## src/axi_btn_pkg.sv

```systemverilog
package axi_btn_pkg;

    // AXI field widths
    typedef logic [31:0] addr_t;    // byte address
    typedef logic [31:0] data_t;    // one data word
    typedef logic [1:0]  id_t;
    typedef logic [7:0]  len_t;     // beats minus one
    typedef logic [1:0]  burst_t;
    typedef logic [1:0]  resp_t;
    typedef logic [3:0]  strb_t;    // one bit per byte lane

    typedef logic [3:0]  btn_t;     // push buttons, one per command

    // per-channel handshake machine
    typedef enum logic {
        CH_IDLE = 1'b0,             // nothing offered
        CH_TRAN = 1'b1              // valid up, waiting for ready
    } chan_state_e;

    // fixed encodings from the AXI spec
    localparam burst_t BURST_INCR = 2'b01;
    localparam resp_t  RESP_OKAY  = 2'b00;

endpackage

```

## src/axi_btn_master.sv

```systemverilog
`timescale 1ns/1ps

module axi_btn_master #(
    parameter axi_btn_pkg::addr_t TARGET_ADDR = 32'h2000_0000
) (
    input  logic                 clk,
    input  logic                 rstn,
    input  axi_btn_pkg::btn_t    btn,
    output axi_btn_pkg::data_t   recv_data,
    output logic                 busy,

    output axi_btn_pkg::id_t     aw_id,
    output axi_btn_pkg::addr_t   aw_addr,
    output axi_btn_pkg::len_t    aw_len,
    output axi_btn_pkg::burst_t  aw_burst,
    output logic                 aw_valid,
    input  logic                 aw_ready,

    output axi_btn_pkg::data_t   w_data,
    output axi_btn_pkg::strb_t   w_strb,
    output logic                 w_last,
    output logic                 w_valid,
    input  logic                 w_ready,

    input  axi_btn_pkg::id_t     b_id,
    input  axi_btn_pkg::resp_t   b_resp,
    input  logic                 b_valid,
    output logic                 b_ready,

    output axi_btn_pkg::id_t     ar_id,
    output axi_btn_pkg::addr_t   ar_addr,
    output axi_btn_pkg::len_t    ar_len,
    output axi_btn_pkg::burst_t  ar_burst,
    output logic                 ar_valid,
    input  logic                 ar_ready,

    input  axi_btn_pkg::id_t     r_id,
    input  axi_btn_pkg::data_t   r_data,
    input  axi_btn_pkg::resp_t   r_resp,
    input  logic                 r_last,
    input  logic                 r_valid,
    output logic                 r_ready
);
    import axi_btn_pkg::*;

    localparam id_t  MST_ID   = '0;     // all traffic on one id
    localparam len_t ONE_BEAT = '0;

    btn_t        btn_s0;
    btn_t        btn_s1;
    btn_t        btn_prev;
    btn_t        btn_neg;               // one-cycle release pulse

    chan_state_e aw_state;
    chan_state_e w_state;
    chan_state_e ar_state;

    data_t       wr_count;
    logic        aw_sent;
    logic        w_sent;
    logic        rd_wait;

    logic        aw_hs;
    logic        w_hs;
    logic        ar_hs;
    logic        b_done;
    logic        r_done;

    function automatic chan_state_e chan_next(chan_state_e cur, logic start, logic fire);
        chan_state_e nxt;
        nxt = cur;
        case (cur)
            CH_IDLE: if (start) nxt = CH_TRAN;
            CH_TRAN: if (fire) nxt = CH_IDLE;
            default: nxt = CH_IDLE;
        endcase
        return nxt;
    endfunction

    // two-flop sync then edge register
    always_ff @(posedge clk) begin
        if (!rstn) begin
            btn_s0   <= '0;
            btn_s1   <= '0;
            btn_prev <= '0;
        end else begin
            btn_s0   <= btn;
            btn_s1   <= btn_s0;
            btn_prev <= btn_s1;
        end
    end

    assign btn_neg = btn_prev & ~btn_s1;

    assign aw_hs  = aw_valid & aw_ready;
    assign w_hs   = w_valid & w_ready & w_last;
    assign ar_hs  = ar_valid & ar_ready;
    // an error response leaves busy stuck high
    assign b_done = b_valid & b_ready & (b_id == MST_ID) & (b_resp == RESP_OKAY);
    assign r_done = r_valid & r_ready & r_last & (r_id == MST_ID) & (r_resp == RESP_OKAY);

    always_ff @(posedge clk) begin
        if (!rstn) begin
            aw_state <= CH_IDLE;
            w_state  <= CH_IDLE;
            ar_state <= CH_IDLE;
        end else begin
            aw_state <= chan_next(aw_state, btn_neg[0], aw_hs);
            w_state  <= chan_next(w_state, btn_neg[1], w_hs);
            ar_state <= chan_next(ar_state, btn_neg[2], ar_hs);
        end
    end

    // counter only moves while W is idle, so w_data holds during valid
    always_ff @(posedge clk) begin
        if (!rstn) begin
            wr_count <= '0;
        end else if (w_state == CH_IDLE) begin
            if (btn_neg[3]) begin
                wr_count <= '0;
            end else if (btn_neg[1]) begin
                wr_count <= wr_count + 1'b1;    // new value goes out on W
            end
        end
    end

    // outstanding write halves and read
    always_ff @(posedge clk) begin
        if (!rstn) begin
            aw_sent <= 1'b0;
            w_sent  <= 1'b0;
            rd_wait <= 1'b0;
        end else begin
            aw_sent <= (aw_sent & ~b_done) | aw_hs;
            w_sent  <= (w_sent & ~b_done) | w_hs;
            rd_wait <= (rd_wait & ~r_done) | ar_hs;
        end
    end

    always_ff @(posedge clk) begin
        if (!rstn) begin
            recv_data <= '0;
        end else if (r_done) begin
            recv_data <= r_data;
        end
    end

    assign busy = (aw_state == CH_TRAN) | (w_state == CH_TRAN) | (ar_state == CH_TRAN)
                | (aw_sent & w_sent)    // B still owed
                | rd_wait;

    assign aw_id    = MST_ID;
    assign aw_addr  = TARGET_ADDR;
    assign aw_len   = ONE_BEAT;
    assign aw_burst = BURST_INCR;
    assign aw_valid = (aw_state == CH_TRAN);

    assign w_data   = wr_count;
    assign w_strb   = '1;               // full word every beat
    assign w_last   = 1'b1;
    assign w_valid  = (w_state == CH_TRAN);

    assign b_ready  = 1'b1;

    assign ar_id    = MST_ID;
    assign ar_addr  = TARGET_ADDR;
    assign ar_len   = ONE_BEAT;
    assign ar_burst = BURST_INCR;
    assign ar_valid = (ar_state == CH_TRAN);

    assign r_ready  = 1'b1;

endmodule

```

## src/axi_word_slave.sv

```systemverilog
`timescale 1ns/1ps

module axi_word_slave #(
    parameter int READY_LAT = 2,        // cycles of valid before ready
    parameter int DEPTH     = 16        // words
) (
    input  logic                 clk,
    input  logic                 rstn,

    input  axi_btn_pkg::id_t     aw_id,
    input  axi_btn_pkg::addr_t   aw_addr,
    input  axi_btn_pkg::len_t    aw_len,
    input  axi_btn_pkg::burst_t  aw_burst,
    input  logic                 aw_valid,
    output logic                 aw_ready,

    input  axi_btn_pkg::data_t   w_data,
    input  axi_btn_pkg::strb_t   w_strb,
    input  logic                 w_last,
    input  logic                 w_valid,
    output logic                 w_ready,

    output axi_btn_pkg::id_t     b_id,
    output axi_btn_pkg::resp_t   b_resp,
    output logic                 b_valid,
    input  logic                 b_ready,

    input  axi_btn_pkg::id_t     ar_id,
    input  axi_btn_pkg::addr_t   ar_addr,
    input  axi_btn_pkg::len_t    ar_len,
    input  axi_btn_pkg::burst_t  ar_burst,
    input  logic                 ar_valid,
    output logic                 ar_ready,

    output axi_btn_pkg::id_t     r_id,
    output axi_btn_pkg::data_t   r_data,
    output axi_btn_pkg::resp_t   r_resp,
    output logic                 r_last,
    output logic                 r_valid,
    input  logic                 r_ready
);
    import axi_btn_pkg::*;

    localparam int IW = (DEPTH > 1) ? $clog2(DEPTH) : 1;
    localparam int CW = $clog2(READY_LAT + 2);
    localparam logic [CW-1:0] LAT = CW'(READY_LAT);
    localparam int NB = $bits(strb_t);

    data_t          mem [DEPTH];

    logic [CW-1:0]  aw_cnt;
    logic [CW-1:0]  w_cnt;
    logic [CW-1:0]  ar_cnt;
    logic           aw_wait;
    logic           w_wait;
    logic           ar_wait;

    logic           aw_held;            // address parked until commit
    logic           w_held;             // data parked until commit
    logic           commit;

    logic [IW-1:0]  wr_idx;
    id_t            wr_id;
    logic           aw_ok;              // single-beat INCR request
    data_t          wr_data;
    strb_t          wr_strb;
    logic           wr_last;

    chan_state_e    rd_state;
    logic           rd_ok;

    function automatic logic [IW-1:0] word_idx(addr_t a);
        return a[IW+1:2];
    endfunction

    // count up to LAT while valid waits, drop back once it stops waiting
    function automatic logic [CW-1:0] lat_step(logic [CW-1:0] cnt, logic waiting);
        logic [CW-1:0] nxt;
        nxt = '0;
        if (waiting) begin
            nxt = (cnt == LAT) ? cnt : cnt + 1'b1;
        end
        return nxt;
    endfunction

    assign aw_wait  = aw_valid & ~aw_held;
    assign w_wait   = w_valid & ~w_held;
    assign ar_wait  = ar_valid & (rd_state == CH_IDLE);

    assign aw_ready = aw_wait & (aw_cnt == LAT);
    assign w_ready  = w_wait & (w_cnt == LAT);
    assign ar_ready = ar_wait & (ar_cnt == LAT);

    assign commit   = aw_held & w_held & ~b_valid;

    always_ff @(posedge clk) begin
        if (!rstn) begin
            aw_cnt  <= '0;
            w_cnt   <= '0;
            aw_held <= 1'b0;
            w_held  <= 1'b0;
            b_valid <= 1'b0;
        end else begin
            aw_cnt <= lat_step(aw_cnt, aw_wait);
            w_cnt  <= lat_step(w_cnt, w_wait);
            if (aw_valid && aw_ready) begin
                aw_held <= 1'b1;
            end else if (commit) begin
                aw_held <= 1'b0;
            end
            if (w_valid && w_ready) begin
                w_held <= 1'b1;
            end else if (commit) begin
                w_held <= 1'b0;
            end
            if (commit) begin
                b_valid <= 1'b1;        // response with the write
            end else if (b_ready) begin
                b_valid <= 1'b0;
            end
        end
    end

    // parked address and data
    always_ff @(posedge clk) begin
        if (aw_valid && aw_ready) begin
            wr_idx <= word_idx(aw_addr);
            wr_id  <= aw_id;
            aw_ok  <= (aw_burst == BURST_INCR) && (aw_len == '0);
        end
        if (w_valid && w_ready) begin
            wr_data <= w_data;
            wr_strb <= w_strb;
            wr_last <= w_last;
        end
        if (commit) begin
            b_id <= wr_id;              // echo AW id on B
        end
    end

    // word RAM, byte lanes follow the strobes
    always_ff @(posedge clk) begin
        if (!rstn) begin
            for (int i = 0; i < DEPTH; i++) begin
                mem[i] <= '0;
            end
        end else if (commit && aw_ok && wr_last) begin
            for (int b = 0; b < NB; b++) begin
                if (wr_strb[b]) begin
                    mem[wr_idx][8*b +: 8] <= wr_data[8*b +: 8];
                end
            end
        end
    end

    assign rd_ok = (ar_burst == BURST_INCR) && (ar_len == '0);

    always_ff @(posedge clk) begin
        if (!rstn) begin
            rd_state <= CH_IDLE;
            ar_cnt   <= '0;
        end else begin
            ar_cnt <= lat_step(ar_cnt, ar_wait);
            case (rd_state)
                CH_IDLE: if (ar_valid && ar_ready) rd_state <= CH_TRAN;
                CH_TRAN: if (r_ready) rd_state <= CH_IDLE;
                default: rd_state <= CH_IDLE;
            endcase
        end
    end

    // unsupported burst shapes read back as zero
    always_ff @(posedge clk) begin
        if (ar_valid && ar_ready) begin
            r_id   <= ar_id;
            r_data <= rd_ok ? mem[word_idx(ar_addr)] : '0;
        end
    end

    assign r_valid = (rd_state == CH_TRAN);
    assign r_last  = 1'b1;              // single beat only
    assign r_resp  = RESP_OKAY;
    assign b_resp  = RESP_OKAY;

endmodule

```

## src/axi_btn_top.sv

```systemverilog
`timescale 1ns/1ps

module axi_btn_top #(
    parameter axi_btn_pkg::addr_t TARGET_ADDR = 32'h2000_0000,
    parameter int                 READY_LAT   = 2
) (
    input  logic                 clk,
    input  logic                 rstn,
    input  axi_btn_pkg::btn_t    btn,
    output axi_btn_pkg::data_t   recv_data,
    output logic                 busy
);
    import axi_btn_pkg::*;

    // write address
    id_t    aw_id;
    addr_t  aw_addr;
    len_t   aw_len;
    burst_t aw_burst;
    logic   aw_valid;
    logic   aw_ready;
    // write data
    data_t  w_data;
    strb_t  w_strb;
    logic   w_last;
    logic   w_valid;
    logic   w_ready;
    // write response
    id_t    b_id;
    resp_t  b_resp;
    logic   b_valid;
    logic   b_ready;
    // read address
    id_t    ar_id;
    addr_t  ar_addr;
    len_t   ar_len;
    burst_t ar_burst;
    logic   ar_valid;
    logic   ar_ready;
    // read data
    id_t    r_id;
    data_t  r_data;
    resp_t  r_resp;
    logic   r_last;
    logic   r_valid;
    logic   r_ready;

    axi_btn_master #(
        .TARGET_ADDR (TARGET_ADDR)
    ) u_master (
        .clk (clk), .rstn (rstn), .btn (btn), .recv_data (recv_data), .busy (busy),
        .aw_id (aw_id), .aw_addr (aw_addr), .aw_len (aw_len), .aw_burst (aw_burst),
        .aw_valid (aw_valid), .aw_ready (aw_ready),
        .w_data (w_data), .w_strb (w_strb), .w_last (w_last),
        .w_valid (w_valid), .w_ready (w_ready),
        .b_id (b_id), .b_resp (b_resp), .b_valid (b_valid), .b_ready (b_ready),
        .ar_id (ar_id), .ar_addr (ar_addr), .ar_len (ar_len), .ar_burst (ar_burst),
        .ar_valid (ar_valid), .ar_ready (ar_ready),
        .r_id (r_id), .r_data (r_data), .r_resp (r_resp), .r_last (r_last),
        .r_valid (r_valid), .r_ready (r_ready)
    );

    axi_word_slave #(
        .READY_LAT (READY_LAT)          // back-pressure on AW, W and AR
    ) u_slave (
        .clk (clk), .rstn (rstn),
        .aw_id (aw_id), .aw_addr (aw_addr), .aw_len (aw_len), .aw_burst (aw_burst),
        .aw_valid (aw_valid), .aw_ready (aw_ready),
        .w_data (w_data), .w_strb (w_strb), .w_last (w_last),
        .w_valid (w_valid), .w_ready (w_ready),
        .b_id (b_id), .b_resp (b_resp), .b_valid (b_valid), .b_ready (b_ready),
        .ar_id (ar_id), .ar_addr (ar_addr), .ar_len (ar_len), .ar_burst (ar_burst),
        .ar_valid (ar_valid), .ar_ready (ar_ready),
        .r_id (r_id), .r_data (r_data), .r_resp (r_resp), .r_last (r_last),
        .r_valid (r_valid), .r_ready (r_ready)
    );

endmodule

```

## config.mk

```make
export PLATFORM = sky130hd
export DESIGN_NAME = axi_btn_top
export DESIGN_NICKNAME = d
export VERILOG_FILES = /design/src/axi_btn_pkg.sv /design/src/axi_btn_master.sv /design/src/axi_word_slave.sv /design/src/axi_btn_top.sv
export SDC_FILE = /design/constraint.sdc
export NUM_CORES = 1
export LEC_CHECK = 0
export ABC_CLOCK_PERIOD_IN_PS = 4350
export BUFFER_PORTS_ARGS = -buffer_cell sky130_fd_sc_hd__buf_2
export CELL_PAD_IN_SITES_DETAIL_PLACEMENT = 1
export CELL_PAD_IN_SITES_GLOBAL_PLACEMENT = 1
export CORE_MARGIN = 1.5
export CORE_UTILIZATION = 53
export CTS_CLUSTER_SIZE = 24
export DETAILED_ROUTE_END_ITERATION = 7
export HOLD_SLACK_MARGIN = 0.15
export PLACE_DENSITY = 0.81
export SYNTH_ARGS = -nofsm -noshare
export SYNTH_HDL_FRONTEND = slang
export SYNTH_SLANG_ARGS = --single-unit
```

## constraint.sdc

```tcl
create_clock -name clk -period 4.35 [get_ports clk]
set_clock_uncertainty 0.15 [all_clocks]
set_input_delay 1.305 -clock clk [delete_from_list [all_inputs] [get_ports clk]]
set_output_delay 1.305 -clock clk [all_outputs]
set_load 0.02 [all_outputs]
```

==> flow_summary.ini <==
[run_status]
status = finished, final reports clean

[drt]
routed_wl_um = 13200
vias = 4164
first_pass_iters = 4
drt_first_iter_violations = 231
vias_per_cell = 5.46
wire_per_inst_um = 17.3
drc_errors = 0
drtAntennaViolNets = 0

[global_route]
use_met2_pct = 38.1
grt_overflow_total = 0
grt_util_all_layers_pct = 21.1
gr-usage-met3_pct = 5.20
use_met1_pct = 24.0
grt_max_degree = 53
grt_pass1_vias = 4354
grt_pass1_wl_um = 21400
antenna_found_initial = 0
top_usage_layer = met2

[pwr]
ir_drop_uv = 274
p_total_mw = 3.37
switchingPower_mw = 0.677
sw_frac_of_total_pct = 20.1
internal_power_mw = 2.70
p_leak_nw = 2.86
comb_power_share_pct = 1.5
clkPwrFrac_pct = 42.9
powerDensity_mw_per_mm2 = 433
seq_power_share_pct = 55.6

[timing]
hold_violations = 0
relSlewSlack_pct = 37.4
period_minus_slack_ns = 3.00
finalCritPeriodShare_pct = 68.9
slew_viol_final = 0
fmax_mhz = 334
setup_viol = 0
worst_pin_slew_ns = 0.938
tns_ns = 0
rsz0062_at_grt = no

[final_layout]
final_cell_mix = 96 x edfxtp_1, 91 x dfxtp_1, 58 x nor2_1
final_common_cell = edfxtp_1
area_delta_synth_final_pct = 13.3
diodes = 0
drive_gt1_share_pct = 14.9
nets = 587
nFillCells = 1277

[die]
start_util_pct = 54.4
dieArea_mm2 = 0.0137
core_mm2 = 0.0127
num_rows = 41
die-height_um = 117
pin_count = 39
die_x_um = 117

[logic_synthesis]
synth-seq-area-share_pct = 68.6
synth_top_area_share_pct = 41.9
synth_seq_cells = 188
synthArstFlopShare_pct = 0
synthXorXnorAreaFrac_pct = 1.27
synth_edf_count = 96
yosys_warnings = 0
synth.area.top_cells = edfxtp_1 42%, dfxtp_1 27%, mux2i_1 6.2%
synthAdderAreaFrac_pct = 0.727
synth_nets = 546
avgSynthCellArea_um2 = 12.9
syn-instance-count = 536
synth-simple-area-share_pct = 16.4
synth_compound_area_share_pct = 4.60
synth.distinct_cells = 46
synthMuxAreaShare_pct = 6.25
synth_top_family_by_area = simple AND/OR/NAND/NOR gates
synthFlopType = edfxtp_1
syn_area_mm2 = 0.00689
synth_top_area_cell = edfxtp_1

[critical_path]
worstSetupEndpoint = busy
path_class = flip-flop to output port
cp-startpoint = u_master.w_valid
cp.arrival_ns = 1.54
reg2reg_slack_ns = 1.83
required_ns = 2.89
cp_max_fo = 9
r2r_end = u_master.w_data[14]
reg2reg_from = u_master.w_data[0]
start_kind = flip-flop
end_kind = output port
r2r_cells = 5

[clock_network]
insertion_delay_ns = 0.43
cts_max_level = 4
cts_tree = done
post_cts.repair.setup_buffers = 0
clkSinkCount = 188
cts_hold_buf = 0
clk_pin_slew_ns = 0.06
cts_resized = 0
root_buffer = clkbuf_16
clock_path_buffers = 2
cts_inserted_buffers = 17

[worst_hold_path]
hold_path_class = flip-flop to flip-flop

[placed_design]
dpl.hpwl_um = 8630
routabilityCongestion = 0.736
io_buffers = 38

[run]
drv_cap = 0
stage by stage:
step                      area, um^2  util [%]  setup WS, ns  hold WS (ns)  instances
after floorplan                 6890         -          1.60         0.250        536
after global placement          7250      57.2          1.33         0.251        730
after detailed placement        7250      57.2          1.17         0.255        730
after CTS                       7800      61.6          1.39         0.270        762
after global routing            7800      61.6          1.24         0.279        762
final                           7800      61.6          1.35         0.268        762
flip-flops by register name (all words and copies together), names as in the netlist:
register / cells
u_master.w_valid: 1
u_slave.wr_data: 32
u_slave.w_held: 1
u_slave.w_cnt: 2
u_master.btn_s0: 4
u_master.btn_prev: 4
u_master.rd_wait: 1
u_master.w_sent: 1
u_master.recv_data: 32
u_slave.r_valid: 1
u_slave.aw_held: 1
u_master.btn_s1: 4
u_slave.ar_cnt: 2
u_master.w_data: 32
u_slave.b_valid: 1
u_slave.aw_cnt: 2
u_master.aw_valid: 1
u_slave.r_data: 32
u_master.ar_valid: 1
u_slave.mem: 32
u_master.aw_sent: 1
cells in the mapped netlist, drive strengths merged (4+ instances only):
library cell	count
inv	13
nor2	58
o31ai	9
buf	7
mux2i	43
xor2	7
and2	45
o21ai	7
ha	4
or3	15
nand2	29
nand3	12
and4	5
clkbuf	16
and3	5
a21oi	23
or4	9
dfxtp	92
nand4	4
edfxtp	96
nor4	12
worst max-delay path, stage by stage, from the launching register on:
cell and delay [ns]:
dfxtp_1 0.40, nor4_1 0.45, nand2_1 0.09, buf_2 0.17
final cells by class:
class                   count  area [um^2]  area share, %
well taps                 172          215           2.76
inverters                  13         48.8          0.625
multi-input cells         312         2020           25.8
clock inverters            11         92.6           1.19
clock buffers              21          460           5.90
repair buffers             45          243           3.11
flip-flops and latches    188         4730           60.6
worst min-delay path by stage:
stage / start / end / slack (ns) / cells after the start
final: u_slave.mem[0][11] / u_slave.r_data[11] / 0.27 / 0
after floorplan: u_slave.mem[0][0] / u_slave.r_data[0] / 0.25 / 0
after global routing: u_slave.mem[0][31] / u_slave.r_data[31] / 0.28 / 0
after global placement: u_slave.mem[0][9] / u_slave.r_data[9] / 0.25 / 0
after CTS: u_slave.mem[0][10] / u_slave.r_data[10] / 0.27 / 0
after detailed placement: u_slave.mem[0][10] / u_slave.r_data[10] / 0.26 / 0
per-layer routing:
layer	vias up	part of all wire, %
met1	2073	43
li1	2002	-
met4	0	1.9
met3	21	3.1
met5	-	0
met2	68	52
logic make-up after synthesis:
family,after synthesis
and+or+nand+nor,206
AOI/OAI and AO/OA,49
buffers and inverters,36
adders and majority gates,4
muxes,43
DFF,188
xor gates and xnor gates,10
power by group through the flow:
stage | Sequential [mW] | Combinational, mW | Clock (mW)
6_report | 1.88 | 0.0491 | 1.45
5_1_grt | 1.88 | 0.0551 | 1.54
4_1_cts | 1.88 | 0.0503 | 1.47
3_5_place_dp | 1.92 | 0.0494 | 0
3_3_place_gp | 1.92 | 0.0457 | 0
2_1_floorplan | 1.91 | 0.0350 | 0
Power figures use the tool's default switching activity.
